===== src/rs_pkg.sv =====
package rs_pkg;

  // Operand, tag and flag widths
  typedef logic [31:0] word_t;
  typedef logic [3:0]  tag_t;
  typedef logic [3:0]  nzcv_t;

  // Flag bit positions inside nzcv_t
  localparam int NZCV_N = 3;
  localparam int NZCV_Z = 2;
  localparam int NZCV_C = 1;
  localparam int NZCV_V = 0;

  // Condition codes tested by CSEL
  typedef enum logic [1:0] {
    EQ,
    NE,
    LT,
    GE
  } cond_e;

  typedef enum logic [2:0] {
    ADD,
    SUB,
    AND,
    ORR,
    EOR,
    LSL,
    LSR,
    CSEL
  } alu_op_e;

  // Load/store view of the opcode field
  typedef struct packed {
    logic       is_store;
    logic [1:0] rsvd;
  } mem_op_t;

  // One opcode word, read by whichever station holds it
  typedef union packed {
    alu_op_e alu;
    mem_op_t mem;
  } fu_op_u;

  typedef enum logic {
    FU_ALU,
    FU_LS
  } fu_kind_e;

  localparam int DEF_RS_DEPTH  = 4;
  localparam int DEF_MEM_WORDS = 16;

endpackage


===== src/rs_issue_if.sv =====
interface rs_issue_if;

  logic           start;
  rs_pkg::fu_op_u op;
  rs_pkg::word_t  val_a;
  rs_pkg::word_t  val_b;
  rs_pkg::tag_t   dst_tag;
  rs_pkg::nzcv_t  nzcv;
  rs_pkg::cond_e  cond;
  // Entry asks for its flags to be published with the result
  logic           set_nzcv;

  modport station (
    output start, op, val_a, val_b, dst_tag, nzcv, cond, set_nzcv
  );

  modport unit (
    input start, op, val_a, val_b, dst_tag, nzcv, cond, set_nzcv
  );

endinterface


===== src/rs_result_if.sv =====
interface rs_result_if;

  // One result per strobe
  logic          valid;
  rs_pkg::tag_t  tag;
  rs_pkg::word_t value;
  rs_pkg::nzcv_t nzcv;
  logic          set_nzcv;

  modport producer (
    output valid, tag, value, nzcv, set_nzcv
  );

  modport consumer (
    input valid, tag, value, nzcv, set_nzcv
  );

endinterface


===== src/reservation_station.sv =====
module reservation_station #(
  parameter int               RS_DEPTH     = rs_pkg::DEF_RS_DEPTH,
  parameter rs_pkg::fu_kind_e STATION_KIND = rs_pkg::FU_ALU
) (
  input  logic           in_clk,
  input  logic           rst_n,
  input  logic           flush,
  input  logic           dispatch_valid,
  input  rs_pkg::fu_op_u dispatch_op,
  input  logic           a_valid,
  input  rs_pkg::word_t  a_value,
  input  rs_pkg::tag_t   a_tag,
  input  logic           b_valid,
  input  rs_pkg::word_t  b_value,
  input  rs_pkg::tag_t   b_tag,
  input  logic           flags_used,
  input  logic           flags_valid,
  input  rs_pkg::nzcv_t  flags_value,
  input  rs_pkg::tag_t   flags_tag,
  input  logic           set_flags,
  input  rs_pkg::cond_e  cond,
  input  rs_pkg::tag_t   dst_tag,
  input  logic           stall,
  rs_result_if.consumer  cdb,
  rs_issue_if.station    issue,
  output logic           has_free,
  output logic           has_ready
);

  // Index width leaves room for the "none" sentinel at RS_DEPTH
  localparam int IDX_W = $clog2(RS_DEPTH + 1);
  localparam int SEL_W = (RS_DEPTH > 1) ? $clog2(RS_DEPTH) : 1;
  localparam logic [IDX_W-1:0] NONE = IDX_W'(RS_DEPTH);

  logic [RS_DEPTH-1:0] e_valid;
  rs_pkg::fu_op_u      e_op     [RS_DEPTH];
  logic                a_rdy    [RS_DEPTH];
  rs_pkg::word_t       a_val    [RS_DEPTH];
  rs_pkg::tag_t        a_src    [RS_DEPTH];
  logic                b_rdy    [RS_DEPTH];
  rs_pkg::word_t       b_val    [RS_DEPTH];
  rs_pkg::tag_t        b_src    [RS_DEPTH];
  logic                f_used   [RS_DEPTH];
  logic                f_rdy    [RS_DEPTH];
  rs_pkg::nzcv_t       f_val    [RS_DEPTH];
  rs_pkg::tag_t        f_src    [RS_DEPTH];
  logic                e_setf   [RS_DEPTH];
  rs_pkg::cond_e       e_cond   [RS_DEPTH];
  rs_pkg::tag_t        e_dst    [RS_DEPTH];

  logic [RS_DEPTH-1:0] free_map;
  logic [RS_DEPTH-1:0] ready_map;
  logic [IDX_W-1:0]    free_idx;
  logic [IDX_W-1:0]    ready_idx;
  logic [SEL_W-1:0]    free_sel;
  logic [SEL_W-1:0]    ready_sel;
  logic                any_store;
  logic                start;
  logic                a_hit;
  logic                b_hit;
  logic                f_hit;

  // Lowest set bit wins, NONE when the map is empty
  function automatic logic [IDX_W-1:0] first_set(input logic [RS_DEPTH-1:0] map);
    logic [IDX_W-1:0] idx;
    idx = NONE;
    for (int i = RS_DEPTH - 1; i >= 0; i--) begin
      if (map[i]) begin
        idx = IDX_W'(i);
      end
    end
    return idx;
  endfunction

  always_comb begin
    any_store = 1'b0;
    for (int i = 0; i < RS_DEPTH; i++) begin
      any_store = any_store | (e_valid[i] & e_op[i].mem.is_store);
    end
    for (int i = 0; i < RS_DEPTH; i++) begin
      free_map[i]  = ~e_valid[i];
      ready_map[i] = e_valid[i] & a_rdy[i] & b_rdy[i] & (~f_used[i] | f_rdy[i]);
      // Loads wait until no store is left in the station
      if (STATION_KIND == rs_pkg::FU_LS && !e_op[i].mem.is_store && any_store) begin
        ready_map[i] = 1'b0;
      end
    end
  end

  assign free_idx  = first_set(free_map);
  assign ready_idx = first_set(ready_map);
  assign has_free  = (free_idx != NONE);
  assign has_ready = (ready_idx != NONE);
  assign free_sel  = has_free ? free_idx[SEL_W-1:0] : '0;
  assign ready_sel = has_ready ? ready_idx[SEL_W-1:0] : '0;
  assign start     = has_ready & ~stall;

  assign issue.start    = start;
  assign issue.op       = e_op[ready_sel];
  assign issue.val_a    = a_val[ready_sel];
  assign issue.val_b    = b_val[ready_sel];
  assign issue.dst_tag  = e_dst[ready_sel];
  assign issue.nzcv     = f_val[ready_sel];
  assign issue.cond     = e_cond[ready_sel];
  assign issue.set_nzcv = e_setf[ready_sel];

  // Same-cycle bypass from the CDB into a new entry
  assign a_hit = ~a_valid & cdb.valid & (cdb.tag == a_tag);
  assign b_hit = ~b_valid & cdb.valid & (cdb.tag == b_tag);
  assign f_hit = ~flags_valid & cdb.valid & cdb.set_nzcv & (cdb.tag == flags_tag);

  always_ff @(posedge in_clk or negedge rst_n) begin
    if (!rst_n) begin
      e_valid <= '0;
    end else if (flush) begin
      e_valid <= '0;
    end else begin
      if (start) begin
        e_valid[ready_sel] <= 1'b0;
      end
      if (dispatch_valid && has_free) begin
        e_valid[free_sel] <= 1'b1;
      end
    end
  end

  always_ff @(posedge in_clk) begin
    // Waiting entries snoop the broadcast
    for (int i = 0; i < RS_DEPTH; i++) begin
      if (e_valid[i] && cdb.valid) begin
        if (!a_rdy[i] && a_src[i] == cdb.tag) begin
          a_rdy[i] <= 1'b1;
          a_val[i] <= cdb.value;
        end
        if (!b_rdy[i] && b_src[i] == cdb.tag) begin
          b_rdy[i] <= 1'b1;
          b_val[i] <= cdb.value;
        end
        if (f_used[i] && !f_rdy[i] && cdb.set_nzcv && f_src[i] == cdb.tag) begin
          f_rdy[i] <= 1'b1;
          f_val[i] <= cdb.nzcv;
        end
      end
    end
    if (dispatch_valid && has_free) begin
      e_op[free_sel]   <= dispatch_op;
      a_rdy[free_sel]  <= a_valid | a_hit;
      a_val[free_sel]  <= a_valid ? a_value : cdb.value;
      a_src[free_sel]  <= a_tag;
      b_rdy[free_sel]  <= b_valid | b_hit;
      b_val[free_sel]  <= b_valid ? b_value : cdb.value;
      b_src[free_sel]  <= b_tag;
      f_used[free_sel] <= flags_used;
      f_rdy[free_sel]  <= flags_valid | f_hit;
      f_val[free_sel]  <= flags_valid ? flags_value : cdb.nzcv;
      f_src[free_sel]  <= flags_tag;
      e_setf[free_sel] <= set_flags;
      e_cond[free_sel] <= cond;
      e_dst[free_sel]  <= dst_tag;
    end
  end

endmodule


===== src/rs_cluster.sv =====
module rs_cluster #(
  parameter int RS_DEPTH = rs_pkg::DEF_RS_DEPTH
) (
  input  logic             in_clk,
  input  logic             rst_n,
  input  logic             flush,
  input  logic             dispatch_valid,
  input  rs_pkg::fu_kind_e dispatch_kind,
  input  rs_pkg::fu_op_u   dispatch_op,
  input  logic             a_valid,
  input  rs_pkg::word_t    a_value,
  input  rs_pkg::tag_t     a_tag,
  input  logic             b_valid,
  input  rs_pkg::word_t    b_value,
  input  rs_pkg::tag_t     b_tag,
  input  logic             flags_used,
  input  logic             flags_valid,
  input  rs_pkg::nzcv_t    flags_value,
  input  rs_pkg::tag_t     flags_tag,
  input  logic             set_flags,
  input  rs_pkg::cond_e    cond,
  input  rs_pkg::tag_t     dst_tag,
  rs_result_if.consumer    alu_res,
  rs_result_if.consumer    ls_res,
  rs_issue_if.station      alu_issue,
  rs_issue_if.station      ls_issue,
  output logic             alu_has_free,
  output logic             ls_has_free,
  output logic             cdb_valid,
  output rs_pkg::tag_t     cdb_tag,
  output rs_pkg::word_t    cdb_value,
  output rs_pkg::nzcv_t    cdb_nzcv,
  output logic             cdb_set_nzcv
);

  rs_result_if cdb ();

  logic alu_dispatch;
  logic ls_dispatch;
  logic ls_has_ready;
  logic ls_issued_q;
  logic alu_stall;

  assign alu_dispatch = dispatch_valid & (dispatch_kind == rs_pkg::FU_ALU);
  assign ls_dispatch  = dispatch_valid & (dispatch_kind == rs_pkg::FU_LS);

  // LS never stalls, so its ready flag is its issue strobe.
  // Holding the ALU off for two cycles keeps its result clear of the LS slot
  assign alu_stall = ls_has_ready | ls_issued_q;

  always_ff @(posedge in_clk or negedge rst_n) begin
    if (!rst_n) begin
      ls_issued_q <= 1'b0;
      cdb.valid   <= 1'b0;
    end else begin
      ls_issued_q <= ls_has_ready;
      cdb.valid   <= alu_res.valid | ls_res.valid;
    end
  end

  // Units never collide, LS takes the slot if they ever did
  always_ff @(posedge in_clk) begin
    if (ls_res.valid) begin
      cdb.tag      <= ls_res.tag;
      cdb.value    <= ls_res.value;
      cdb.nzcv     <= ls_res.nzcv;
      cdb.set_nzcv <= ls_res.set_nzcv;
    end else begin
      cdb.tag      <= alu_res.tag;
      cdb.value    <= alu_res.value;
      cdb.nzcv     <= alu_res.nzcv;
      cdb.set_nzcv <= alu_res.set_nzcv;
    end
  end

  assign cdb_valid    = cdb.valid;
  assign cdb_tag      = cdb.tag;
  assign cdb_value    = cdb.value;
  assign cdb_nzcv     = cdb.nzcv;
  assign cdb_set_nzcv = cdb.set_nzcv;

  reservation_station #(
    .RS_DEPTH    (RS_DEPTH),
    .STATION_KIND(rs_pkg::FU_ALU)
  ) u_alu_rs (
    .in_clk        (in_clk),
    .rst_n         (rst_n),
    .flush         (flush),
    .dispatch_valid(alu_dispatch),
    .dispatch_op   (dispatch_op),
    .a_valid       (a_valid),
    .a_value       (a_value),
    .a_tag         (a_tag),
    .b_valid       (b_valid),
    .b_value       (b_value),
    .b_tag         (b_tag),
    .flags_used    (flags_used),
    .flags_valid   (flags_valid),
    .flags_value   (flags_value),
    .flags_tag     (flags_tag),
    .set_flags     (set_flags),
    .cond          (cond),
    .dst_tag       (dst_tag),
    .stall         (alu_stall),
    .cdb           (cdb.consumer),
    .issue         (alu_issue),
    .has_free      (alu_has_free),
    .has_ready     ()
  );

  reservation_station #(
    .RS_DEPTH    (RS_DEPTH),
    .STATION_KIND(rs_pkg::FU_LS)
  ) u_ls_rs (
    .in_clk        (in_clk),
    .rst_n         (rst_n),
    .flush         (flush),
    .dispatch_valid(ls_dispatch),
    .dispatch_op   (dispatch_op),
    .a_valid       (a_valid),
    .a_value       (a_value),
    .a_tag         (a_tag),
    .b_valid       (b_valid),
    .b_value       (b_value),
    .b_tag         (b_tag),
    .flags_used    (flags_used),
    .flags_valid   (flags_valid),
    .flags_value   (flags_value),
    .flags_tag     (flags_tag),
    .set_flags     (set_flags),
    .cond          (cond),
    .dst_tag       (dst_tag),
    .stall         (1'b0),
    .cdb           (cdb.consumer),
    .issue         (ls_issue),
    .has_free      (ls_has_free),
    .has_ready     (ls_has_ready)
  );

endmodule


===== src/alu_unit.sv =====
module alu_unit (
  input logic          in_clk,
  input logic          rst_n,
  rs_issue_if.unit     issue,
  rs_result_if.producer res
);

  logic [32:0]   add_w;
  logic [32:0]   sub_w;
  logic          cond_ok;
  logic          carry;
  logic          ovf;
  rs_pkg::word_t result;
  rs_pkg::nzcv_t nzcv_d;

  assign add_w = {1'b0, issue.val_a} + {1'b0, issue.val_b};
  // Carry out of a + ~b + 1 means no borrow
  assign sub_w = {1'b0, issue.val_a} + {1'b0, ~issue.val_b} + 33'd1;

  always_comb begin
    case (issue.cond)
      rs_pkg::EQ: cond_ok = issue.nzcv[rs_pkg::NZCV_Z];
      rs_pkg::NE: cond_ok = ~issue.nzcv[rs_pkg::NZCV_Z];
      rs_pkg::LT: cond_ok = issue.nzcv[rs_pkg::NZCV_N] ^ issue.nzcv[rs_pkg::NZCV_V];
      default:    cond_ok = ~(issue.nzcv[rs_pkg::NZCV_N] ^ issue.nzcv[rs_pkg::NZCV_V]);
    endcase
  end

  always_comb begin
    carry = 1'b0;
    ovf   = 1'b0;
    case (issue.op.alu)
      rs_pkg::ADD: begin
        result = add_w[31:0];
        carry  = add_w[32];
        ovf    = (issue.val_a[31] == issue.val_b[31]) && (result[31] != issue.val_a[31]);
      end
      rs_pkg::SUB: begin
        result = sub_w[31:0];
        carry  = sub_w[32];
        ovf    = (issue.val_a[31] != issue.val_b[31]) && (result[31] != issue.val_a[31]);
      end
      rs_pkg::AND: result = issue.val_a & issue.val_b;
      rs_pkg::ORR: result = issue.val_a | issue.val_b;
      rs_pkg::EOR: result = issue.val_a ^ issue.val_b;
      rs_pkg::LSL: result = issue.val_a << issue.val_b[4:0];
      rs_pkg::LSR: result = issue.val_a >> issue.val_b[4:0];
      default:     result = cond_ok ? issue.val_a : issue.val_b;
    endcase
    nzcv_d = {result[31], (result == '0), carry, ovf};
  end

  always_ff @(posedge in_clk or negedge rst_n) begin
    if (!rst_n) begin
      res.valid <= 1'b0;
    end else begin
      res.valid <= issue.start;
    end
  end

  always_ff @(posedge in_clk) begin
    res.tag      <= issue.dst_tag;
    res.value    <= result;
    res.nzcv     <= nzcv_d;
    res.set_nzcv <= issue.set_nzcv;
  end

endmodule


===== src/ls_unit.sv =====
module ls_unit #(
  parameter int MEM_WORDS = rs_pkg::DEF_MEM_WORDS
) (
  input logic           in_clk,
  input logic           rst_n,
  rs_issue_if.unit      issue,
  rs_result_if.producer res
);

  localparam int ADDR_W = (MEM_WORDS > 1) ? $clog2(MEM_WORDS) : 1;

  rs_pkg::word_t     mem [MEM_WORDS];
  logic [ADDR_W-1:0] addr;
  logic              s1_valid;
  logic              s1_store;
  logic [ADDR_W-1:0] s1_addr;
  rs_pkg::tag_t      s1_tag;

  assign addr = ADDR_W'(issue.val_a % MEM_WORDS);

  // Stage 1, stores commit to memory here
  always_ff @(posedge in_clk or negedge rst_n) begin
    if (!rst_n) begin
      s1_valid <= 1'b0;
      res.valid <= 1'b0;
      for (int i = 0; i < MEM_WORDS; i++) begin
        mem[i] <= '0;
      end
    end else begin
      s1_valid  <= issue.start;
      res.valid <= s1_valid;
      if (issue.start && issue.op.mem.is_store) begin
        mem[addr] <= issue.val_b;
      end
    end
  end

  // Stage 2 reads after any store from an earlier issue
  always_ff @(posedge in_clk) begin
    s1_store  <= issue.op.mem.is_store;
    s1_addr   <= addr;
    s1_tag    <= issue.dst_tag;
    res.tag   <= s1_tag;
    res.value <= s1_store ? '0 : mem[s1_addr];
  end

  // Memory ops never touch the flags
  assign res.nzcv     = '0;
  assign res.set_nzcv = 1'b0;

endmodule


===== src/ooo_exec_core.sv =====
module ooo_exec_core #(
  parameter int RS_DEPTH  = rs_pkg::DEF_RS_DEPTH,
  parameter int MEM_WORDS = rs_pkg::DEF_MEM_WORDS
) (
  input  logic          in_clk,
  input  logic          rst_n,
  input  logic          dispatch_valid,
  input  logic          dispatch_kind,
  input  logic [2:0]    dispatch_op,
  input  logic          a_valid,
  input  rs_pkg::word_t a_value,
  input  rs_pkg::tag_t  a_tag,
  input  logic          b_valid,
  input  rs_pkg::word_t b_value,
  input  rs_pkg::tag_t  b_tag,
  input  logic          flags_used,
  input  logic          flags_valid,
  input  rs_pkg::nzcv_t flags_value,
  input  rs_pkg::tag_t  flags_tag,
  input  logic          set_flags,
  input  logic [1:0]    cond,
  input  rs_pkg::tag_t  dst_tag,
  input  logic          flush,
  output logic          alu_has_free,
  output logic          ls_has_free,
  output logic          cdb_valid,
  output rs_pkg::tag_t  cdb_tag,
  output rs_pkg::word_t cdb_value,
  output rs_pkg::nzcv_t cdb_nzcv,
  output logic          cdb_set_nzcv
);

  rs_issue_if  alu_issue ();
  rs_issue_if  ls_issue ();
  rs_result_if alu_res ();
  rs_result_if ls_res ();

  rs_pkg::fu_op_u op_word;

  // Raw opcode bits become the shared two-view word
  assign op_word = dispatch_op;

  rs_cluster #(
    .RS_DEPTH(RS_DEPTH)
  ) u_rs_cluster (
    .in_clk        (in_clk),
    .rst_n         (rst_n),
    .flush         (flush),
    .dispatch_valid(dispatch_valid),
    .dispatch_kind (rs_pkg::fu_kind_e'(dispatch_kind)),
    .dispatch_op   (op_word),
    .a_valid       (a_valid),
    .a_value       (a_value),
    .a_tag         (a_tag),
    .b_valid       (b_valid),
    .b_value       (b_value),
    .b_tag         (b_tag),
    .flags_used    (flags_used),
    .flags_valid   (flags_valid),
    .flags_value   (flags_value),
    .flags_tag     (flags_tag),
    .set_flags     (set_flags),
    .cond          (rs_pkg::cond_e'(cond)),
    .dst_tag       (dst_tag),
    .alu_res       (alu_res.consumer),
    .ls_res        (ls_res.consumer),
    .alu_issue     (alu_issue.station),
    .ls_issue      (ls_issue.station),
    .alu_has_free  (alu_has_free),
    .ls_has_free   (ls_has_free),
    .cdb_valid     (cdb_valid),
    .cdb_tag       (cdb_tag),
    .cdb_value     (cdb_value),
    .cdb_nzcv      (cdb_nzcv),
    .cdb_set_nzcv  (cdb_set_nzcv)
  );

  alu_unit u_alu_unit (
    .in_clk(in_clk),
    .rst_n (rst_n),
    .issue (alu_issue.unit),
    .res   (alu_res.producer)
  );

  ls_unit #(
    .MEM_WORDS(MEM_WORDS)
  ) u_ls_unit (
    .in_clk(in_clk),
    .rst_n (rst_n),
    .issue (ls_issue.unit),
    .res   (ls_res.producer)
  );

endmodule


===== config.mk =====
export PLATFORM = sky130hd
export DESIGN_NAME = ooo_exec_core
export DESIGN_NICKNAME = d
export VERILOG_FILES = /design/src/rs_pkg.sv /design/src/rs_issue_if.sv /design/src/rs_result_if.sv /design/src/reservation_station.sv /design/src/rs_cluster.sv /design/src/alu_unit.sv /design/src/ls_unit.sv /design/src/ooo_exec_core.sv
export SDC_FILE = /design/constraint.sdc
export NUM_CORES = 2
export LEC_CHECK = 0
export BUFFER_PORTS_ARGS = -buffer_cell sky130_fd_sc_hd__buf_4
export CORE_AREA = 2 2 516 313
export DETAILED_ROUTE_END_ITERATION = 10
export DIE_AREA = 0 0 518 315
export SYNTH_ARGS = -nofsm -noshare
export SYNTH_HDL_FRONTEND = slang
export SYNTH_SLANG_ARGS = --single-unit

===== constraint.sdc =====
create_clock -name in_clk -period 8.85 [get_ports in_clk]
set_input_delay 0.4425 -clock in_clk [delete_from_list [all_inputs] [get_ports in_clk]]
set_output_delay 0.4425 -clock in_clk [all_outputs]
set_load 0.01 [all_outputs]

# --- After elaboration in Yosys (flattened, before gate mapping) ---
# Memories as Yosys holds them, arrays and structs flattened. A register that Yosys moved wholly into a read port is not among the register bits.
# Cells that the tools add are included.
word_totals:
  register_bits: 642
  mem_bits_rw: 724
  in_bits: 99
  out_inout_bits: 44
  elab_cells: 423
  memories: 25
op_classes:
  n_addsub: 3
  n_lt_le_gt_ge: 11
  n_eq_ne: 43
  n_shift: 2
  muxes: 132
  bitwise_logic: 82
  reduce_logical: 93
mem_list:
  columns: ["name", "words", "word_bits", "rd", "rd_clocked_by_memory_dff", "wr", "line", "text"]
  rows:
  - ["u_rs_cluster.u_alu_rs.a_val", 4, 32, 1, 0, 5, "reservation_station.sv:38", "rs_pkg::word_t a_val [RS_DEPTH];"]
  - ["u_rs_cluster.u_alu_rs.b_val", 4, 32, 1, 0, 5, "reservation_station.sv:41", "rs_pkg::word_t b_val [RS_DEPTH];"]
  - ["u_rs_cluster.u_ls_rs.a_val", 4, 32, 1, 0, 5, "reservation_station.sv:38", null]
  - ["u_rs_cluster.u_ls_rs.b_val", 4, 32, 1, 0, 5, "reservation_station.sv:41", null]
  - ["u_rs_cluster.u_alu_rs.a_src", 4, 4, 4, 0, 1, "reservation_station.sv:39", "rs_pkg::tag_t a_src [RS_DEPTH];"]
  - ["u_rs_cluster.u_alu_rs.b_src", 4, 4, 4, 0, 1, "reservation_station.sv:42", "rs_pkg::tag_t b_src [RS_DEPTH];"]
  - ["19 more memories", null, null, null, null, null, null, null]
op_table:
  columns: ["cell", "count"]
  rows:
  - ["512-bit bitwise mux", 1]
  - ["32-bit two-way mux", 7]
  - ["32-bit case mux with 7 select lines", 1]
  - ["32-bit binary-select mux with 4-bit select", 1]
  - ["32-bit demux with 4-bit select", 1]
  - ["4-bit == test", 27]
  - ["1-bit two-way mux", 84]
  - ["32-bit by 32-bit adder with 33-bit output", 2]
  - ["1-bit logical AND", 62]
  - ["3-bit two-way mux", 16]
  - ["4-bit two-way mux", 10]
  - ["1-bit AND", 38]
  - ["33-bit by 1-bit adder with 33-bit output (second input constant)", 1]
  - ["32-bit AND", 1]
  - ["32-bit zero test", 1]
  - ["32-bit NOT", 1]
  - ["32-bit bitwise OR", 1]
  - ["32-bit by 5-bit left shift with 32-bit output", 1]
  - ["32-bit by 5-bit >> shifter with 32-bit output", 1]
  - ["32-bit XOR", 1]
  - ["1-bit zero test", 28]
  - ["1-bit bitwise OR", 16]
  - ["1-bit NOT", 15]
  - ["2-bit by 3-bit < comparator with 1-bit output (second input constant)", 4]
  - ["22 further kinds", 45]

# --- Logic depth before layout (Yosys ltp) ---
# An unclocked memory read counts as a cell.
logic_depth:
  word_depth: 24
  ltp_mapped: 28
  mapped_depth_nobuf: 22

# --- By module ---
# Synthesis repeated with hierarchy kept, for this count alone.
unflattened:
  hier_cells: 5697
  area_unflattened_um2: 73561.8
modules_own_cells:
  columns: ["mod", "n_inst", "cells_each", "area_per_inst_um2", "seq_area_each_um2"]
  rows:
  - ["ls_unit", 1, 1706, 24606.1, 13763.2]
  - ["reservation_station at u_rs_cluster.u_alu_rs", 1, 1248, 18793.0, 11270.8]
  - ["reservation_station at u_rs_cluster.u_ls_rs", 1, 1157, 17713.2, 11270.8]
  - ["alu_unit", 1, 1492, 10850.4, 825.8]
  - ["rs_cluster", 1, 94, 1599.0, 870.8]

# --- Worst setup path after synthesis ---
# No wires, ideal clock.
synth_path:
  path_type: "flip-flop to flip-flop"
  startpoint: "register u_rs_cluster.u_alu_rs.e_valid[3]"
  endpoint: "register u_alu_unit.res.nzcv[2]"
  setup_time_ps: 87
  t_arrival_ps: 6272
  required_time_ps: 8763
  setup_slack_ps: 2491
  stages_incl_launch_ff: 26
  path_buffers: 5
  synth_period_minus_slack_ps: 6359
  path_cell_list: "dfrtp_1 and2_1 and3_1 buf_2 a311o_1 a32oi_4 inv_4 buf_2 buf_2 buf_1 clkbuf_1 ha_1 fa_1 nor2b_1 o211a_1 a211o_1 a21o_1 a21o_1 a21oi_1 a2111o_1 a31oi_1 or4_1 or4_1 nor4_2 nand4b_1 nor4b_2"
synth_between:
  elab_chain_cells: 16
  word_cells_on_any_way: 40
  cone_classes: "3 x add/sub; 9 x eq/ne; 2 x shift; 8 x mux; 10 x bitwise; 3 x reduce/logical; 5 x memory"
synth_lines:
  columns: ["item", "line", "text"]
  rows:
  - ["start: declaration", "reservation_station.sv:35", "logic [RS_DEPTH-1:0] e_valid;"]
  - ["start signal: assignment", "reservation_station.sv:114", "e_valid <= '0;"]
  - ["start signal: assignment", "reservation_station.sv:116", "e_valid <= '0;"]
  - ["start signal: indexed assignment", "reservation_station.sv:119", "e_valid[ready_sel] <= 1'b0;"]
  - ["1-bit AND (*) (3 in series)", "reservation_station.sv:82", "ready_map[i] = e_valid[i] & a_rdy[i] & b_rdy[i] & (~f_used[i] | f_rdy[i]);"]
  - ["3-bit two-way mux (*) (4 in series)", "reservation_station.sv:68", "if (map[i]) begin"]
  - ["3-bit != test", "reservation_station.sv:93", "assign has_ready = (ready_idx != NONE);"]
  - ["2-bit two-way mux (*)", "reservation_station.sv:95", "assign ready_sel = has_ready ? ready_idx[SEL_W-1:0] : '0;"]
  - ["parallel branches: the longest is 5 deep, another holds 32-bit by 32-bit adder with 33-bit output", null, null]
  - ["32-bit case mux with 7 select lines (*)", "alu_unit.sv:32", "case (issue.op.alu)"]
  - ["named net u_alu_unit.result[12]", "alu_unit.sv:13", "rs_pkg::word_t result;"]
  - ["32-bit zero test (*)", "alu_unit.sv:50", "nzcv_d = {result[31], (result == '0), carry, ovf};"]
  - ["named net u_alu_unit.nzcv_d[2]", "alu_unit.sv:14", "rs_pkg::nzcv_t nzcv_d;"]
  - ["end signal: assignment", "alu_unit.sv:64", "res.nzcv <= nzcv_d;"]
  - ["end: declaration", "rs_result_if.sv:11", "output valid, tag, value, nzcv, set_nzcv"]
# Mark *: on every way through the listed nets, which the timed path passes.
# A chain may end at the register's enable or synchronous reset.

# --- Final worst setup path ---
layout_path:
  startpoint: "register u_rs_cluster.u_alu_rs.e_valid[1]"
  endpoint: "register u_alu_unit.res.nzcv[2]"
layout_between:
  elab_chain_cells: 14
  word_cells_on_any_way: 38
  cone_classes: "3 x add/sub; 9 x eq/ne; 2 x shift; 6 x mux; 10 x bitwise; 3 x reduce/logical; 5 x memory"
layout_lines:
  columns: ["item", "line"]
  rows:
  - ["1-bit AND (*) (3 in series)", "reservation_station.sv:82"]
  - ["3-bit two-way mux (*) (2 in series)", "reservation_station.sv:68"]
  - ["3-bit != test", "reservation_station.sv:93"]
  - ["2-bit two-way mux (*)", "reservation_station.sv:95"]
  - ["parallel branches: the longest is 5 deep, another holds 32-bit by 32-bit adder with 33-bit output", null]
  - ["32-bit case mux with 7 select lines (*)", "alu_unit.sv:32"]
  - ["named net u_alu_unit.result[20]", "alu_unit.sv:13"]
  - ["32-bit zero test (*)", "alu_unit.sv:50"]
  - ["named net u_alu_unit.nzcv_d[2]", "alu_unit.sv:14"]
# Marked as above.

==> summary.txt <==
Hold path
  • Hold Path Class: input port to flop
  • Min-Delay Path Depth: 2
  • WHS Endpoint: u_rs_cluster.u_alu_rs.f_val[2][2]
  • Hold path startpoint: flags_value[2]

Floorplan
  • Die H: 315 µm
  • Die ar.: 163200 µm²
  • Starting Density: 0.3958
  • Die span in x: 518 µm
  • I/O pins: 143
  • Number of cell rows: 114
  • CORE AREA: 159200 µm²

Setup path
  • Crit. End Element: flop
  • Crit path DAT: 8.80 ns
  • R2r worst-path depth: 24
  • Setup crit start kind: flop
  • Capturing point of the worst reg2reg path: u_alu_unit.res.nzcv[2]
  • Data required, critical path: 9.54 ns
  • R2R Setup Slk: 0.74 ns
  • Worst-path fanout max: 28
  • Setup CP Type: flop to flop
  • Reg2reg start: u_rs_cluster.u_alu_rs.e_valid[1]

Yosys
  • Cell Area, Synth: 63000 µm²
  • Distinct cells, synth: 103
  • Combinational family with the most area after synthesis: compound AO/OA/AOI/OAI gates
  • Synthesized-area fraction occupied by adder cells: 0.02169
  • Simple-gate share of the synthesized area: 0.1142
  • Post-synthesis compound-gate area fraction: 0.1655
  • Syn Inst Count: 5887
  • Area share of the largest cell type after synthesis: 0.2746
  • Post-synthesis register bit count: 1250
  • Seq/Total Area, Yosys: 0.5304
  • Asr flop ratio synth: 0.4192
  • Top FF cell, synth: edfxtp_1
  • Largest area contributor in the netlist: edfxtp_1
  • EDFF count, synth: 576
  • Synth Area per Inst: 10.70 µm²
  • Net Count, Synth: 6094
  • Ys Warns: 0
  • Mux cell area share after synthesis: 0.1123
  • Synth top area cells: edfxtp_1 27%, dfrtp_1 21%, a21oi_1 6.6%
  • Synth Area in XOR/XNOR: 0.01793

Clock network
  • Clock sinks: 1250
  • PostCTS Resize Cnt: 0
  • TritonCTS Buffers: 116
  • Worst-path clk slew: 0.08 ns
  • CTS max path bufs: 3
  • Clk root buf: clkbuf_16
  • CTS tree: built
  • H-tree lvl count: 3
  • Clock latency on the worst-skew pair: 0.77 ns
  • Postcts setup bufs: 0

Layout
  • Fillers: 14810
  • Layout Area Growth over Synthesis: 13.55%
  • Layout Nets: 6161
  • Layout cells sized above 1: 0.1698
  • Final Instance Area: 71540 µm²

Route
  • Via count: 50200
  • DRT Pass-1 Iters: 6
  • Vias per inst: 6.115
  • Drt wl/cell: 30.96 µm
  • DRC: 0
  • Routed Wire Length: 254100 µm
  • Starting DRT DRC Count: 7427
  • Final ANT Viol Nets: 0

Placement
  • Post-DP Area: 67150 µm²
  • GPL Wtd Cong: 1.132
  • DP Wirelength: 180100 µm
  • Port-buffer cells: 141

Timing
  • Total negative slack: 0 ns
  • Final setup viols: 0
  • Slew headroom: 0.05693
  • Final Hold Vio Count: 0
  • Worst Skew: 0.05245 ns
  • Ratio of final minimum period to clock period: 0.9166
  • Worst hold slack: 0.04160 ns
  • RSZ-0062 raised after global routing: no
  • Final Max Tran Viols: 0
  • Max Freq: 123.3 MHz
  • Slew at the pin closest to its max-slew limit: 1.375 ns
  • Final min period: 8.112 ns

Global routing
  • Total grt overflow: 0
  • Initial antenna violation count: 16
  • Largest net degree at the start of global routing: 158
  • Overall Global Routing Usage: 0.3039
  • First-pass GRT wire length: 357400 µm
  • Vias in the first global route: 46460

Outcome
  • Status: complete, no violations

Run
  • Max cap viols: 0

Pwr
  • Worst IR Drop VDD: 0.1860 mV
  • Static Leakage: 28.48 nW
  • PwrDens: 243.5 nW/µm²
[synth_stat cells, types with 31 or more instances]
library cell	instances
o21ai_0	263
xor2_1	35
mux4_2	160
nor3_1	76
mux2_2	166
nor2_1	902
nand4b_1	37
clkbuf_1	371
nor2b_1	52
buf_1	40
a221oi_1	45
edfxtp_1	576
dfrtp_1	524
nand3_1	69
xnor2_1	94
ha_1	106
inv_1	92
o22ai_1	63
a22o_1	39
a21oi_1	835
a211oi_1	31
a21o_1	49
dfxtp_1	150
mux2i_1	157
buf_2	53
nand2_1	332
o311a_1	32
or3_1	36
[cell type report]
class	count	area, µm²	area share
diodes	7	17.52	0.0002449
clock buffers	168	3291	0.04600
clock inverters	51	561.8	0.007853
inverters	111	421.7	0.005894
multi-input cells	4045	27650	0.3865
flip-flops and latches	1250	33430	0.4673
well taps	2146	2685	0.03753
repair buffers	430	3478	0.04862
[layout by cell type (no fill, tap or decap), types with 117 or more instances in the layout]
| cell | instances |
|---|---|
| buf_4 | 368 |
| a21oi_1 | 835 |
| clkbuf_16 | 117 |
| nand2_1 | 332 |
| edfxtp_1 | 576 |
| dfxtp_1 | 140 |
| dfrtp_1 | 523 |
| mux4_2 | 160 |
| o21ai_0 | 261 |
| mux2_2 | 166 |
| mux2i_1 | 156 |
| nor2_1 | 883 |
[metal layers]
| layer | part of all wire | up-vias | GRT usage |
|---|---|---|---|
| met5 | 0.00038 | - | 0.004025 |
| met4 | 0.022 | 16 | 0.06658 |
| met3 | 0.12 | 319 | 0.09403 |
| met2 | 0.39 | 2658 | 0.3972 |
| met1 | 0.47 | 25430 | 0.4803 |
| li1 | - | 21770 | - |
[power by group]
part           internal [W]  leakage [nW]  switching, W
Sequential          0.00698          13.6      0.000603
Clock               0.00278          1.89       0.00236
Combinational       0.00177          13.0       0.00292
Total                0.0115          28.5       0.00589
[state kept, by name (all words and copies together), names as in the netlist, 12 cells and up]
name	cells
u_rs_cluster.u_ls_rs.a_val	16
u_rs_cluster.u_ls_rs.b_src	16
u_rs_cluster.u_ls_rs.a_src	16
u_ls_unit.mem	512
u_ls_unit.res.value	32
u_rs_cluster.u_alu_rs.a_src	16
u_alu_unit.res.value	31
u_rs_cluster.u_alu_rs.f_src	16
u_rs_cluster.u_alu_rs.b_src	16
u_rs_cluster.u_alu_rs.e_op	12
u_rs_cluster.u_alu_rs.f_val	12
u_rs_cluster.u_ls_rs.b_val	128
u_rs_cluster.u_alu_rs.b_val	128
u_rs_cluster.cdb_value	32
u_rs_cluster.u_alu_rs.e_dst	16
u_rs_cluster.u_ls_rs.e_dst	16
u_rs_cluster.u_alu_rs.a_val	128
u_rs_cluster.u_ls_rs.f_src	16
[per-stage QoR]
stage,total power (W),setup WS (ns),utilization,cells
2_1_floorplan,0.01023,2.491,-,5887
3_3_place_gp,0.01208,1.337,0.4218,7930
3_5_place_dp,0.01218,1.094,0.4218,7930
4_1_cts,0.01732,1.069,0.4493,8201
5_1_grt,0.01808,0.5399,0.4494,8205
6_report,0.01742,0.7378,0.4494,8208
[repair_timing]
action | in CTS | in global routing
hold buffers | 52 | 0
endpoints found under the hold margin | 374 | 0
setup endpoints to repair | 0 | 0
[worst max-delay path: stages (launching register included)]
cell       delay (ns)
dfrtp_1          0.50
nand3_2          0.27
or2_2            0.51
a31oi_4          0.69
buf_12           0.32
buf_12           0.19
nor2_1           0.05
nor3_1           0.67
ha_1             0.46
nand3_1          0.22
nor2_1           0.14
o21ai_0          0.15
o21ai_0          0.62
a31oi_1          0.22
xnor2_1          0.16
a221oi_1         0.30
o21ai_0          0.14
nor4_1           0.48
o2111ai_1        0.25
or4_1            0.58
nor4_2           0.31
buf_4            0.17
nand4b_1         0.11
buf_4            0.21
nor4b_2          0.20
[logic make-up (layout without fill, tap and decap cells)]
group,Yosys count,count (layout)
mux,485,485
simple gates,1644,1644
fa+ha+maj,108,108
compound gates,1679,1679
xor+xnor,129,129
buf+inv,592,760
flops,1250,1250
other cells,0,7
[how the worst max path moves through the flow]
stage / end / slack (ns) / cells past startpoint / startpoint
final: u_alu_unit.res.nzcv[2] / 0.74 / 24 / u_rs_cluster.u_alu_rs.e_valid[1]
after global routing: u_alu_unit.res.nzcv[2] / 0.54 / 23 / u_rs_cluster.u_alu_rs.e_valid[1]
after CTS: u_alu_unit.res.nzcv[2] / 1.07 / 24 / u_rs_cluster.u_alu_rs.e_valid[1]
after detailed placement: u_alu_unit.res.nzcv[2] / 1.09 / 24 / u_rs_cluster.u_alu_rs.e_valid[1]
after global placement: u_alu_unit.res.nzcv[2] / 1.34 / 22 / u_rs_cluster.u_alu_rs.e_valid[0]
after floorplan: u_alu_unit.res.nzcv[2] / 2.49 / 25 / u_rs_cluster.u_alu_rs.e_valid[3]
Power figures use the tool's default switching activity.
